==> config.mk <==
export PLATFORM = sky130hd
export DESIGN_NAME = sd_cmd_phy
export DESIGN_NICKNAME = d
export VERILOG_FILES = /design/src/logic/sd_phy_pkg.sv /design/src/logic/sd_cmd_pkg.sv /design/src/logic/sd_cmd_phy.sv /design/src/logic/cmd_phys_controller.sv /design/src/logic/cmd_deserializer.sv /design/src/logic/cmd_serializer.sv
export SDC_FILE = /design/constraint.sdc
export NUM_CORES = 1
export LEC_CHECK = 0
export BUFFER_PORTS_ARGS = -buffer_cell sky130_fd_sc_hd__buf_4
export CORE_UTILIZATION = 28
export DETAILED_ROUTE_END_ITERATION = 16
export SYNTH_ARGS = -nofsm -noshare
export SYNTH_HDL_FRONTEND = slang
export SYNTH_HIERARCHICAL = 1
export SYNTH_SLANG_ARGS = --single-unit
==> constraint.sdc <==
create_clock -name sd_clock -period 14.3 [get_ports sd_clock]
set_input_delay 0.715 -clock sd_clock [delete_from_list [all_inputs] [get_ports sd_clock]]
set_output_delay 0.715 -clock sd_clock [all_outputs]
set_load 0.01 [all_outputs]
==> src/logic/sd_phy_pkg.sv <==
`default_nettype none

package sd_phy_pkg;

	// cycles from cmd_oe falling to receiver armed
	localparam int TURNAROUND_CYCLES = 2;
	// armed cycles allowed before the start bit
	localparam int RESPONSE_TIMEOUT = 64;

	localparam int TURNAROUND_COUNT_BITS = $clog2(TURNAROUND_CYCLES + 2);
	localparam int TIMEOUT_COUNT_BITS = $clog2(RESPONSE_TIMEOUT);

	typedef enum logic [1:0] {
		idle          = 2'd0,
		send_command  = 2'd1,
		wait_response = 2'd2,
		send_response = 2'd3
	} ctrl_state_t;

endpackage

`default_nettype wire

==> src/logic/sd_cmd_pkg.sv <==
`default_nettype none

package sd_cmd_pkg;

	localparam int CMD_FRAME_BITS = 48;
	localparam int SHORT_RESP_BITS = 48;
	localparam int LONG_RESP_BITS = 136;

	localparam int FRAME_COUNT_BITS = $clog2(CMD_FRAME_BITS);
	localparam int RESP_COUNT_BITS = $clog2(LONG_RESP_BITS + 1);

	typedef enum logic [1:0] {
		resp_none  = 2'd0,
		resp_short = 2'd1,   // R1/R3/R6/R7
		resp_long  = 2'd2    // R2
	} resp_kind_t;

	typedef struct packed {
		logic [5:0] cmd_index;
		logic [31:0] argument;
		resp_kind_t resp_kind;
	} sd_command_t;

	// bit order as sent on the line, msb first
	typedef struct packed {
		logic start_bit;
		logic direction;     // 1 = host to card
		logic [5:0] cmd_index;
		logic [31:0] argument;
		logic [6:0] crc;
		logic stop_bit;
	} sd_cmd_frame_t;

	typedef struct packed {
		logic [LONG_RESP_BITS-1:0] payload;
		logic timeout;
		logic crc_error;
	} sd_response_t;

	// x^7 + x^3 + 1 over data[count-1:0], msb first
	function automatic logic [6:0] crc7(input logic [LONG_RESP_BITS-1:0] data,
		input int unsigned count);
		logic [6:0] crc;
		logic feedback;
		crc = 7'd0;
		for (int i = LONG_RESP_BITS - 1; i >= 0; i--)
		begin
			if (i < count)
			begin
				feedback = data[i] ^ crc[6];
				crc = {crc[5:0], 1'b0};
				if (feedback)
					crc = crc ^ 7'h09;
			end
		end
		return crc;
	endfunction

endpackage

`default_nettype wire
==> src/logic/sd_cmd_phy.sv <==
`timescale 1ns/1ps
`default_nettype none

module sd_cmd_phy
	import sd_cmd_pkg::*;
(
	input wire logic sd_clock,
	input wire logic reset,

	input wire sd_command_t cmd,
	input wire logic cmd_valid,
	output logic cmd_ready,

	output sd_response_t resp,
	output logic resp_valid,
	input wire logic resp_ready,

	output logic cmd_out,
	output logic cmd_oe,
	input wire logic cmd_in
);

	sd_command_t tx_cmd;
	logic tx_valid;
	logic tx_ready;
	logic tx_done;
	logic rx_arm;
	logic rx_long;
	sd_response_t rx_result;
	logic rx_valid;
	logic rx_ready;

	cmd_phys_controller i_cmd_phys_controller (
		.sd_clock(sd_clock),
		.reset(reset),
		.cmd(cmd),
		.cmd_valid(cmd_valid),
		.cmd_ready(cmd_ready),
		.resp(resp),
		.resp_valid(resp_valid),
		.resp_ready(resp_ready),
		.tx_cmd(tx_cmd),
		.tx_valid(tx_valid),
		.tx_ready(tx_ready),
		.tx_done(tx_done),
		.rx_arm(rx_arm),
		.rx_long(rx_long),
		.rx_result(rx_result),
		.rx_valid(rx_valid),
		.rx_ready(rx_ready)
	);

	cmd_serializer i_cmd_serializer (
		.sd_clock(sd_clock),
		.reset(reset),
		.tx_cmd(tx_cmd),
		.tx_valid(tx_valid),
		.tx_ready(tx_ready),
		.tx_done(tx_done),
		.cmd_out(cmd_out),
		.cmd_oe(cmd_oe)
	);

	cmd_deserializer i_cmd_deserializer (
		.sd_clock(sd_clock),
		.reset(reset),
		.rx_arm(rx_arm),
		.rx_long(rx_long),
		.cmd_in(cmd_in),
		.rx_result(rx_result),
		.rx_valid(rx_valid),
		.rx_ready(rx_ready)
	);

endmodule

`default_nettype wire

==> src/logic/cmd_phys_controller.sv <==
`timescale 1ns/1ps
`default_nettype none

module cmd_phys_controller
	import sd_cmd_pkg::*;
	import sd_phy_pkg::*;
(
	input wire logic sd_clock,
	input wire logic reset,

	// host side
	input wire sd_command_t cmd,
	input wire logic cmd_valid,
	output logic cmd_ready,
	output sd_response_t resp,
	output logic resp_valid,
	input wire logic resp_ready,

	// serializer
	output sd_command_t tx_cmd,
	output logic tx_valid,
	input wire logic tx_ready,
	input wire logic tx_done,

	// deserializer
	output logic rx_arm,
	output logic rx_long,
	input wire sd_response_t rx_result,
	input wire logic rx_valid,
	output logic rx_ready
);

	ctrl_state_t state;
	resp_kind_t req_kind;
	logic host_ready;
	logic [TURNAROUND_COUNT_BITS-1:0] ta_count;
	sd_response_t resp_q;

	// host transfer and serializer load happen in the same cycle
	assign cmd_ready = host_ready && tx_ready;
	assign tx_valid = host_ready && cmd_valid;
	assign tx_cmd = cmd;

	assign rx_arm = state == wait_response
		&& ta_count == TURNAROUND_COUNT_BITS'(TURNAROUND_CYCLES);
	assign rx_long = req_kind == resp_long;
	assign rx_ready = state == wait_response;

	assign resp_valid = state == send_response;
	assign resp = resp_q;

	always_ff @(posedge sd_clock)
	begin
		if (reset)
		begin
			state <= idle;
			req_kind <= resp_none;
			host_ready <= 1'b0;
			ta_count <= '0;
		end
		else
		begin
			case (state)
				idle:
				begin
					if (cmd_valid && cmd_ready)
					begin
						req_kind <= cmd.resp_kind;
						host_ready <= 1'b0;
						state <= send_command;
					end
					else
						host_ready <= 1'b1;
				end
				send_command:
				begin
					if (tx_done)
					begin
						ta_count <= '0;
						if (req_kind == resp_none)
							state <= send_response;   // nothing to wait for
						else
							state <= wait_response;
					end
				end
				wait_response:
				begin
					// saturates one past the arm point
					if (ta_count != TURNAROUND_COUNT_BITS'(TURNAROUND_CYCLES + 1))
						ta_count <= ta_count + 1'b1;
					if (rx_valid)
						state <= send_response;
				end
				send_response:
				begin
					if (resp_ready)
					begin
						host_ready <= 1'b1;
						state <= idle;
					end
				end
				default:
					state <= idle;
			endcase
		end
	end

	always_ff @(posedge sd_clock)
	begin
		if (state == send_command && tx_done && req_kind == resp_none)
			resp_q <= '0;
		else if (state == wait_response && rx_valid)
			resp_q <= rx_result;
	end

endmodule

`default_nettype wire

==> src/logic/cmd_deserializer.sv <==
`timescale 1ns/1ps
`default_nettype none

module cmd_deserializer
	import sd_cmd_pkg::*;
	import sd_phy_pkg::*;
(
	input wire logic sd_clock,
	input wire logic reset,

	input wire logic rx_arm,
	input wire logic rx_long,
	input wire logic cmd_in,

	output sd_response_t rx_result,
	output logic rx_valid,
	input wire logic rx_ready
);

	logic armed;       // waiting for start bit
	logic capturing;
	logic is_long;
	logic held_valid;
	logic [TIMEOUT_COUNT_BITS-1:0] wait_count;
	logic [RESP_COUNT_BITS-1:0] bit_count;
	logic [RESP_COUNT_BITS-1:0] last_index;
	logic [LONG_RESP_BITS-1:0] shift_q;
	logic [LONG_RESP_BITS-1:0] frame_now;
	logic [6:0] crc_calc;
	logic frame_done;
	logic timeout_now;
	logic done_now;
	sd_response_t fresh;
	sd_response_t held;

	// includes the bit on the line this cycle
	assign frame_now = {shift_q[LONG_RESP_BITS-2:0], cmd_in};

	assign last_index = is_long ? RESP_COUNT_BITS'(LONG_RESP_BITS - 1)
		: RESP_COUNT_BITS'(SHORT_RESP_BITS - 1);
	assign frame_done = capturing && bit_count == last_index;
	assign timeout_now = armed && cmd_in
		&& wait_count == TIMEOUT_COUNT_BITS'(RESPONSE_TIMEOUT - 1);
	assign done_now = frame_done || timeout_now;

	// short: bits 47:8, long: bits 127:8
	assign crc_calc = crc7(frame_now >> 8,
		is_long ? LONG_RESP_BITS - 16 : SHORT_RESP_BITS - 8);

	always_comb
	begin
		fresh = '0;
		if (timeout_now)
			fresh.timeout = 1'b1;
		else
		begin
			fresh.payload = frame_now;
			fresh.crc_error = crc_calc != frame_now[7:1] || !frame_now[0];
		end
	end

	assign rx_valid = held_valid || done_now;
	assign rx_result = held_valid ? held : fresh;

	always_ff @(posedge sd_clock)
	begin
		if (reset)
		begin
			armed <= 1'b0;
			capturing <= 1'b0;
			held_valid <= 1'b0;
			wait_count <= '0;
			bit_count <= '0;
		end
		else
		begin
			if (rx_arm)
			begin
				armed <= 1'b1;
				wait_count <= '0;
			end
			else if (armed)
			begin
				if (!cmd_in)
				begin
					armed <= 1'b0;
					capturing <= 1'b1;
					bit_count <= RESP_COUNT_BITS'(1);
				end
				else if (timeout_now)
					armed <= 1'b0;
				else
					wait_count <= wait_count + 1'b1;
			end
			else if (capturing)
			begin
				bit_count <= bit_count + 1'b1;
				if (frame_done)
					capturing <= 1'b0;
			end

			if (done_now && !rx_ready)
				held_valid <= 1'b1;
			else if (held_valid && rx_ready)
				held_valid <= 1'b0;
		end
	end

	always_ff @(posedge sd_clock)
	begin
		if (rx_arm)
		begin
			shift_q <= '0;   // keeps short payload upper bits zero
			is_long <= rx_long;
		end
		else if ((armed && !cmd_in) || capturing)
			shift_q <= frame_now;
		if (done_now && !rx_ready)
			held <= fresh;
	end

endmodule

`default_nettype wire

==> src/logic/cmd_serializer.sv <==
`timescale 1ns/1ps
`default_nettype none

module cmd_serializer
	import sd_cmd_pkg::*;
(
	input wire logic sd_clock,
	input wire logic reset,

	input wire sd_command_t tx_cmd,
	input wire logic tx_valid,
	output logic tx_ready,
	output logic tx_done,

	output logic cmd_out,
	output logic cmd_oe
);

	sd_cmd_frame_t frame;
	logic [CMD_FRAME_BITS-1:0] shift_q;
	logic [FRAME_COUNT_BITS-1:0] bit_count;
	logic busy;
	logic load;

	always_comb
	begin
		frame.start_bit = 1'b0;
		frame.direction = 1'b1;
		frame.cmd_index = tx_cmd.cmd_index;
		frame.argument = tx_cmd.argument;
		// crc covers start, direction, index and argument
		frame.crc = crc7({96'd0, 2'b01, tx_cmd.cmd_index, tx_cmd.argument},
			CMD_FRAME_BITS - 8);
		frame.stop_bit = 1'b1;
	end

	assign tx_ready = !busy;
	assign load = tx_valid && tx_ready;

	assign cmd_oe = busy;
	assign cmd_out = busy ? shift_q[CMD_FRAME_BITS-1] : 1'b1;   // idle line high
	assign tx_done = busy && bit_count == FRAME_COUNT_BITS'(CMD_FRAME_BITS - 1);

	always_ff @(posedge sd_clock)
	begin
		if (reset)
		begin
			busy <= 1'b0;
			bit_count <= '0;
		end
		else if (load)
		begin
			busy <= 1'b1;
			bit_count <= '0;
		end
		else if (busy)
		begin
			bit_count <= bit_count + 1'b1;
			if (tx_done)
				busy <= 1'b0;
		end
	end

	always_ff @(posedge sd_clock)
	begin
		if (load)
			shift_q <= frame;
		else if (busy)
			shift_q <= shift_q << 1;   // msb first
	end

endmodule

`default_nettype wire

## Word-level counts from Yosys, hierarchy flattened

Cells that the tools add are included.

| cells by class | value |
|---|---|
| $lt $le $gt $ge | 128 |
| reductions and logical operators | 38 |
| add/sub/neg operators | 4 |
| bitwise gates (word level) | 330 |
| mux-type cells | 331 |
| eq/ne operators | 16 |

Operators by type and width:

| cell | count |
|---|---|
| $lt A7 B32 Y1 const A | 64 |
| $lt A6 B32 Y1 const A | 32 |
| $mux W7 | 126 |
| $mux W4 | 167 |
| $lt A5 B32 Y1 const A | 16 |
| $not A2 Y2 | 164 |
| $lt A4 B32 Y1 const A | 8 |
| $xor A1 B1 Y1 | 158 |
| $mux W138 | 1 |
| $mux W136 | 1 |
| $lt A3 B32 Y1 const A | 4 |
| $mux W46 | 2 |
| $lt A1 B32 Y1 const A | 2 |
| $lt A2 B32 Y1 const A | 2 |
| $mux W8 | 4 |
| $mux W1 | 19 |
| $logic_and A1 B1 Y1 | 15 |
| $add A6 B1 Y6 const B | 2 |
| $eq A6 B6 Y1 const B | 2 |
| $mux W2 | 6 |
| $reduce_bool A2 Y1 | 5 |
| $reduce_and A3 Y1 | 3 |
| $add A8 B1 Y8 const B | 1 |
| $eq A2 B2 Y1 const B | 4 |
| other kinds (19) | 39 |

| word-level totals | value |
|---|---|
| flip-flop bits (word level) | 491 |
| word-level logic and storage cells | 868 |

## Longest topological paths before layout

| depth | value |
|---|---|
| depth after elaboration | 388 |
| mapped depth | 28 |
| depth with buffers taken out | 27 |

## Hierarchy

Netlist, hierarchy kept.

By module, submodules not included:

| module | cells each | area an instance (um2) | instances |
|---|---|---|---|
| cmd_deserializer | 1629 | 16829.9 | 1 |
| cmd_phys_controller | 695 | 5535.3 | 1 |
| cmd_serializer | 286 | 3124.2 | 1 |

## Least setup slack after synthesis

Ideal clock, no wire load.

| timing path | value |
|---|---|
| kind | register to register |
| from | reg i_cmd_deserializer.is_long |
| to | reg i_cmd_deserializer/held[0] in the netlist's numbering, enable pin |
| library setup time | 0.651 ns |
| clock period less this slack | 9.172 ns |
| slack | 5.128 ns |
| required time | 13.649 ns |
| cell stages (with the launch flop) | 12 |
| data arrival time | 8.521 ns |
| cell sequence | edfxtp_1 -> buf_1 -> clkbuf_1 -> clkbuf_1 -> clkbuf_1 -> clkbuf_1 -> clkbuf_1 -> clkbuf_1 -> nor4bb_1 -> o2111ai_1 -> o21ai_0 -> nor2b_1 |

| on the way | value |
|---|---|
| word-level cells in the longest chain between the ends | 5 |

Ends and longest elaborated chain:

| what | line | source |
|---|---|---|
| start: declaration | cmd_deserializer.sv:22 | `logic is_long;` |
| start signal: assignment | cmd_deserializer.sv:114 | `is_long <= rx_long;` |
| $mux W8 | cmd_deserializer.sv:39 | `assign last_index = is_long ? RESP_COUNT_BITS'(LONG_RESP_BITS - 1)` |
| $eq A8 B8 Y1 | cmd_deserializer.sv:41 | `assign frame_done = capturing && bit_count == last_index;` |
| $logic_and A1 B1 Y1 | cmd_deserializer.sv:41 |  |
| $logic_or A1 B1 Y1 | cmd_deserializer.sv:44 | `assign done_now = frame_done \|\| timeout_now;` |
| $logic_and A1 B1 Y1 | cmd_deserializer.sv:118 | `if (done_now && !rx_ready)` |
| end signal: assignment | cmd_deserializer.sv:119 | `held <= fresh;` |
| end: declaration | cmd_deserializer.sv:34 | `sd_response_t held;` |

Every way passes these cells.
A chain may end at the register's enable or synchronous reset.

==> flow_summary_export.csv <==
group,metric,value,unit
global_routing,grt_pass1_wl,97.8,mm
clocking,clkTransAtPathRegs,0.06,ns
critical_path,worstReg2RegStart,"i_cmd_deserializer/is_long$_DFFE_PP_",
placement,gp_congestion,0.797,
timing,fmaxAchievable,111,MHz
route,avgRoutedWirePerCell,15.4,um
flow_run,cap_violations,0,
final_layout,syn2layout_area_growth,15.0,%
global_routing,track_usage,12.9,%
final_layout,fillers,9329,
floorplanning,die-area,92200,um^2
clocking,numClockSinks,491,
critical_path,crit_path_end_kind,"flip-flop",
route,vias,17500,
synth,syn_nets,2663,
floorplanning,floorplan.initialDensity,28.3,%
critical_path,worstSetupPathType,"flip-flop to flip-flop",
clocking,cts_setup_buffers,0,
final_layout,nNetsFinal,2722,
power_and_ir_drop,finalPower,0.00327,W
clocking,root_buffer,"clkbuf_16",
timing,period_needed,9.02,ns
power_and_ir_drop,ir_drop,0.0899,mV
global_routing,grt_pass1_vias,17500,
final_layout,drive_above_1_share,17.2,%
synth,syn_avg_cell_area,9.77,um^2
timing,setup_viol,0,
run_status,status,"complete, no violations",
global_routing,antenna_found_initial,1,
timing,slew_headroom,26.3,%
placement,port_buffers,186,
synth,synth_cells,2608,
critical_path,start_kind,"flip-flop",
clocking,tritoncts,"built",
clocking,cts_hold_buf,0,
timing,clock_skew,0.0291,ns
global_routing,grt-ovfl-total,0,
critical_path,crit_slowest_cell,"inv_1",
route,drc,0,
timing,finalHoldViolCount,0,
route,postRouteAntennaNets,0,
route,wirelength,60.0,mm
min_path,hold_start,"cmd[0]",
timing,final.period_utilization,63.1,%
timing,rsz0062_at_grt,"no",
critical_path,path_max_fanout,67,
clocking,ctsResizeCount,0,
clocking,clock_latency,0.63,ns
clocking,cts_buffer_depth,3,
timing,worst_pin_slew,1.11,ns
critical_path,worstPathRequired,14.75,ns
route,drtIter0Drc,926,
power_and_ir_drop,p_leak,10.9,nW
timing,setup_tns,0,ns
clocking,numCtsBuffers,56,
critical_path,crit_top_cell,"xnor3_1",
floorplanning,std_cell_rows,110,
floorplanning,io_pins,187,
final_layout,n_antenna_cell,0,
placement,dp_hpwl,41.0,mm
critical_path,startpoint,"i_cmd_deserializer/is_long$_DFFE_PP_",
floorplanning,dieHeight,304,um
route,drtPass1Iterations,5,
synth,synth_warnings,6,
timing,maxSlewViolCount,0,
min_path,min_path_type,"input port to flip-flop",
critical_path,critPathArrivalTime,9.48,ns
power_and_ir_drop,power_density,112,nW/um^2
critical_path,max_stage_delay,0.57,ns
route,viasPerCell,4.50,
floorplanning,die_w,304,um
synth,syn-cell-area,25500,um^2
clocking,htree_levels,2,
floorplanning,coreArea,90000,um^2
global_routing,grt_max_degree,100,
stage by stage:
| step | hold slack (ns) | utilization, % | setup WS, ns | cell area, um^2 | std cells |
|---|---|---|---|---|---|
| final | 0.345 | 32.5 | 5.28 | 29300 | 3891 |
| after global routing | 0.333 | 32.5 | 4.49 | 29300 | 3891 |
| after CTS | 0.306 | 32.5 | 5.24 | 29300 | 3891 |
| after detailed placement | 0.437 | 30.6 | 5.28 | 27500 | 3785 |
| after global placement | 0.434 | 30.6 | 5.45 | 27500 | 3785 |
| after floorplan | 0.422 | - | 5.13 | 25500 | 2608 |
path summary, 6_finish.rpt:
kind | slack [ns] | endpoint | cells past startpoint
setup reg to reg | 5.28 | i_cmd_phys_controller/resp[0]$_SDFFE_PP0P_ | 28
setup / recovery | 5.28 | i_cmd_phys_controller/resp[0]$_SDFFE_PP0P_ | 28
hold / removal | 0.35 | i_cmd_phys_controller/req_kind[0]$_SDFFE_PP0P_ | 3
hold reg to reg | 0.45 | i_cmd_serializer/shift_q[46]$_SDFFE_PP1P_ | 2
metal layers:
layer	vias to the layer above	GRT usage [%]	part of all wire [%]
li1	8803	-	-
met1	8362	16.7	45
met2	260	21.2	47
met3	90	3.39	5.7
met4	2	3.31	2.1
met5	-	0	0.015
cells in the final DEF, fill, tap and decap left out, types with 4 or more instances in the layout:
| master | count |
|---|---|
| a211oi_1 | 8 |
| a21o_1 | 4 |
| a21oi_1 | 293 |
| a22o_1 | 4 |
| and2_1 | 141 |
| and3_1 | 12 |
| buf_4 | 200 |
| clkbuf_1 | 17 |
| clkbuf_16 | 56 |
| clkbuf_8 | 9 |
| clkinv_1 | 5 |
| clkinv_2 | 9 |
| dfxtp_1 | 305 |
| edfxtp_1 | 184 |
| ha_1 | 10 |
| inv_1 | 8 |
| inv_6 | 4 |
| mux2_2 | 139 |
| mux2i_1 | 10 |
| nand2_1 | 671 |
| nand2b_1 | 10 |
| nand3_1 | 11 |
| nand4_1 | 8 |
| nor2_1 | 61 |
| nor2b_1 | 4 |
| nor3_1 | 11 |
| nor3b_1 | 5 |
| o21ai_0 | 41 |
| o21ai_1 | 13 |
| xnor2_1 | 216 |
| xnor2_2 | 7 |
| xnor3_1 | 51 |
| xnor3_2 | 9 |
| xor2_1 | 91 |
| xor3_1 | 14 |
where the power goes:
part           leakage [nW]  internal, W  switching (W)
registers              3.91      0.00151      0.0000218
clock network         0.859     0.000775       0.000603
logic                  6.13     0.000175       0.000179
total                  10.9      0.00246       0.000804
critical path: cells and delay by family, from the launching register on:
family          cells  cell delay (ns)
xor+xnor           16             5.65
buf+inv             2             1.09
simple gates        6             0.97
compound gates      3             0.47
flops               1             0.32
mux                 1             0.31
flip-flops by register name, summed over array words and instances (netlist names):
signal / flops
i_cmd_deserializer/held_valid: 1
i_cmd_phys_controller/ta_count: 2
i_cmd_deserializer/wait_count: 6
i_cmd_deserializer/capturing: 1
i_cmd_phys_controller/resp: 138
i_cmd_serializer/cmd_oe: 1
i_cmd_deserializer/bit_count: 8
i_cmd_deserializer/held: 138
i_cmd_serializer/bit_count: 6
i_cmd_deserializer/shift_q: 135
i_cmd_deserializer/is_long: 1
i_cmd_deserializer/armed: 1
i_cmd_serializer/shift_q: 48
i_cmd_phys_controller/req_kind: 2
i_cmd_phys_controller/state: 2
i_cmd_phys_controller/host_ready: 1
area by class of cell:
type,instances,area [um^2],area share [%]
well taps,1176,1470,5.02
multi-input cells,1910,12900,43.9
clock buffers,82,1590,5.42
clock inverters,24,169,0.577
flip-flops and latches,491,11700,39.9
repair buffers,200,1500,5.13
inverters,8,30.0,0.103
Power figures use the tool's default switching activity.
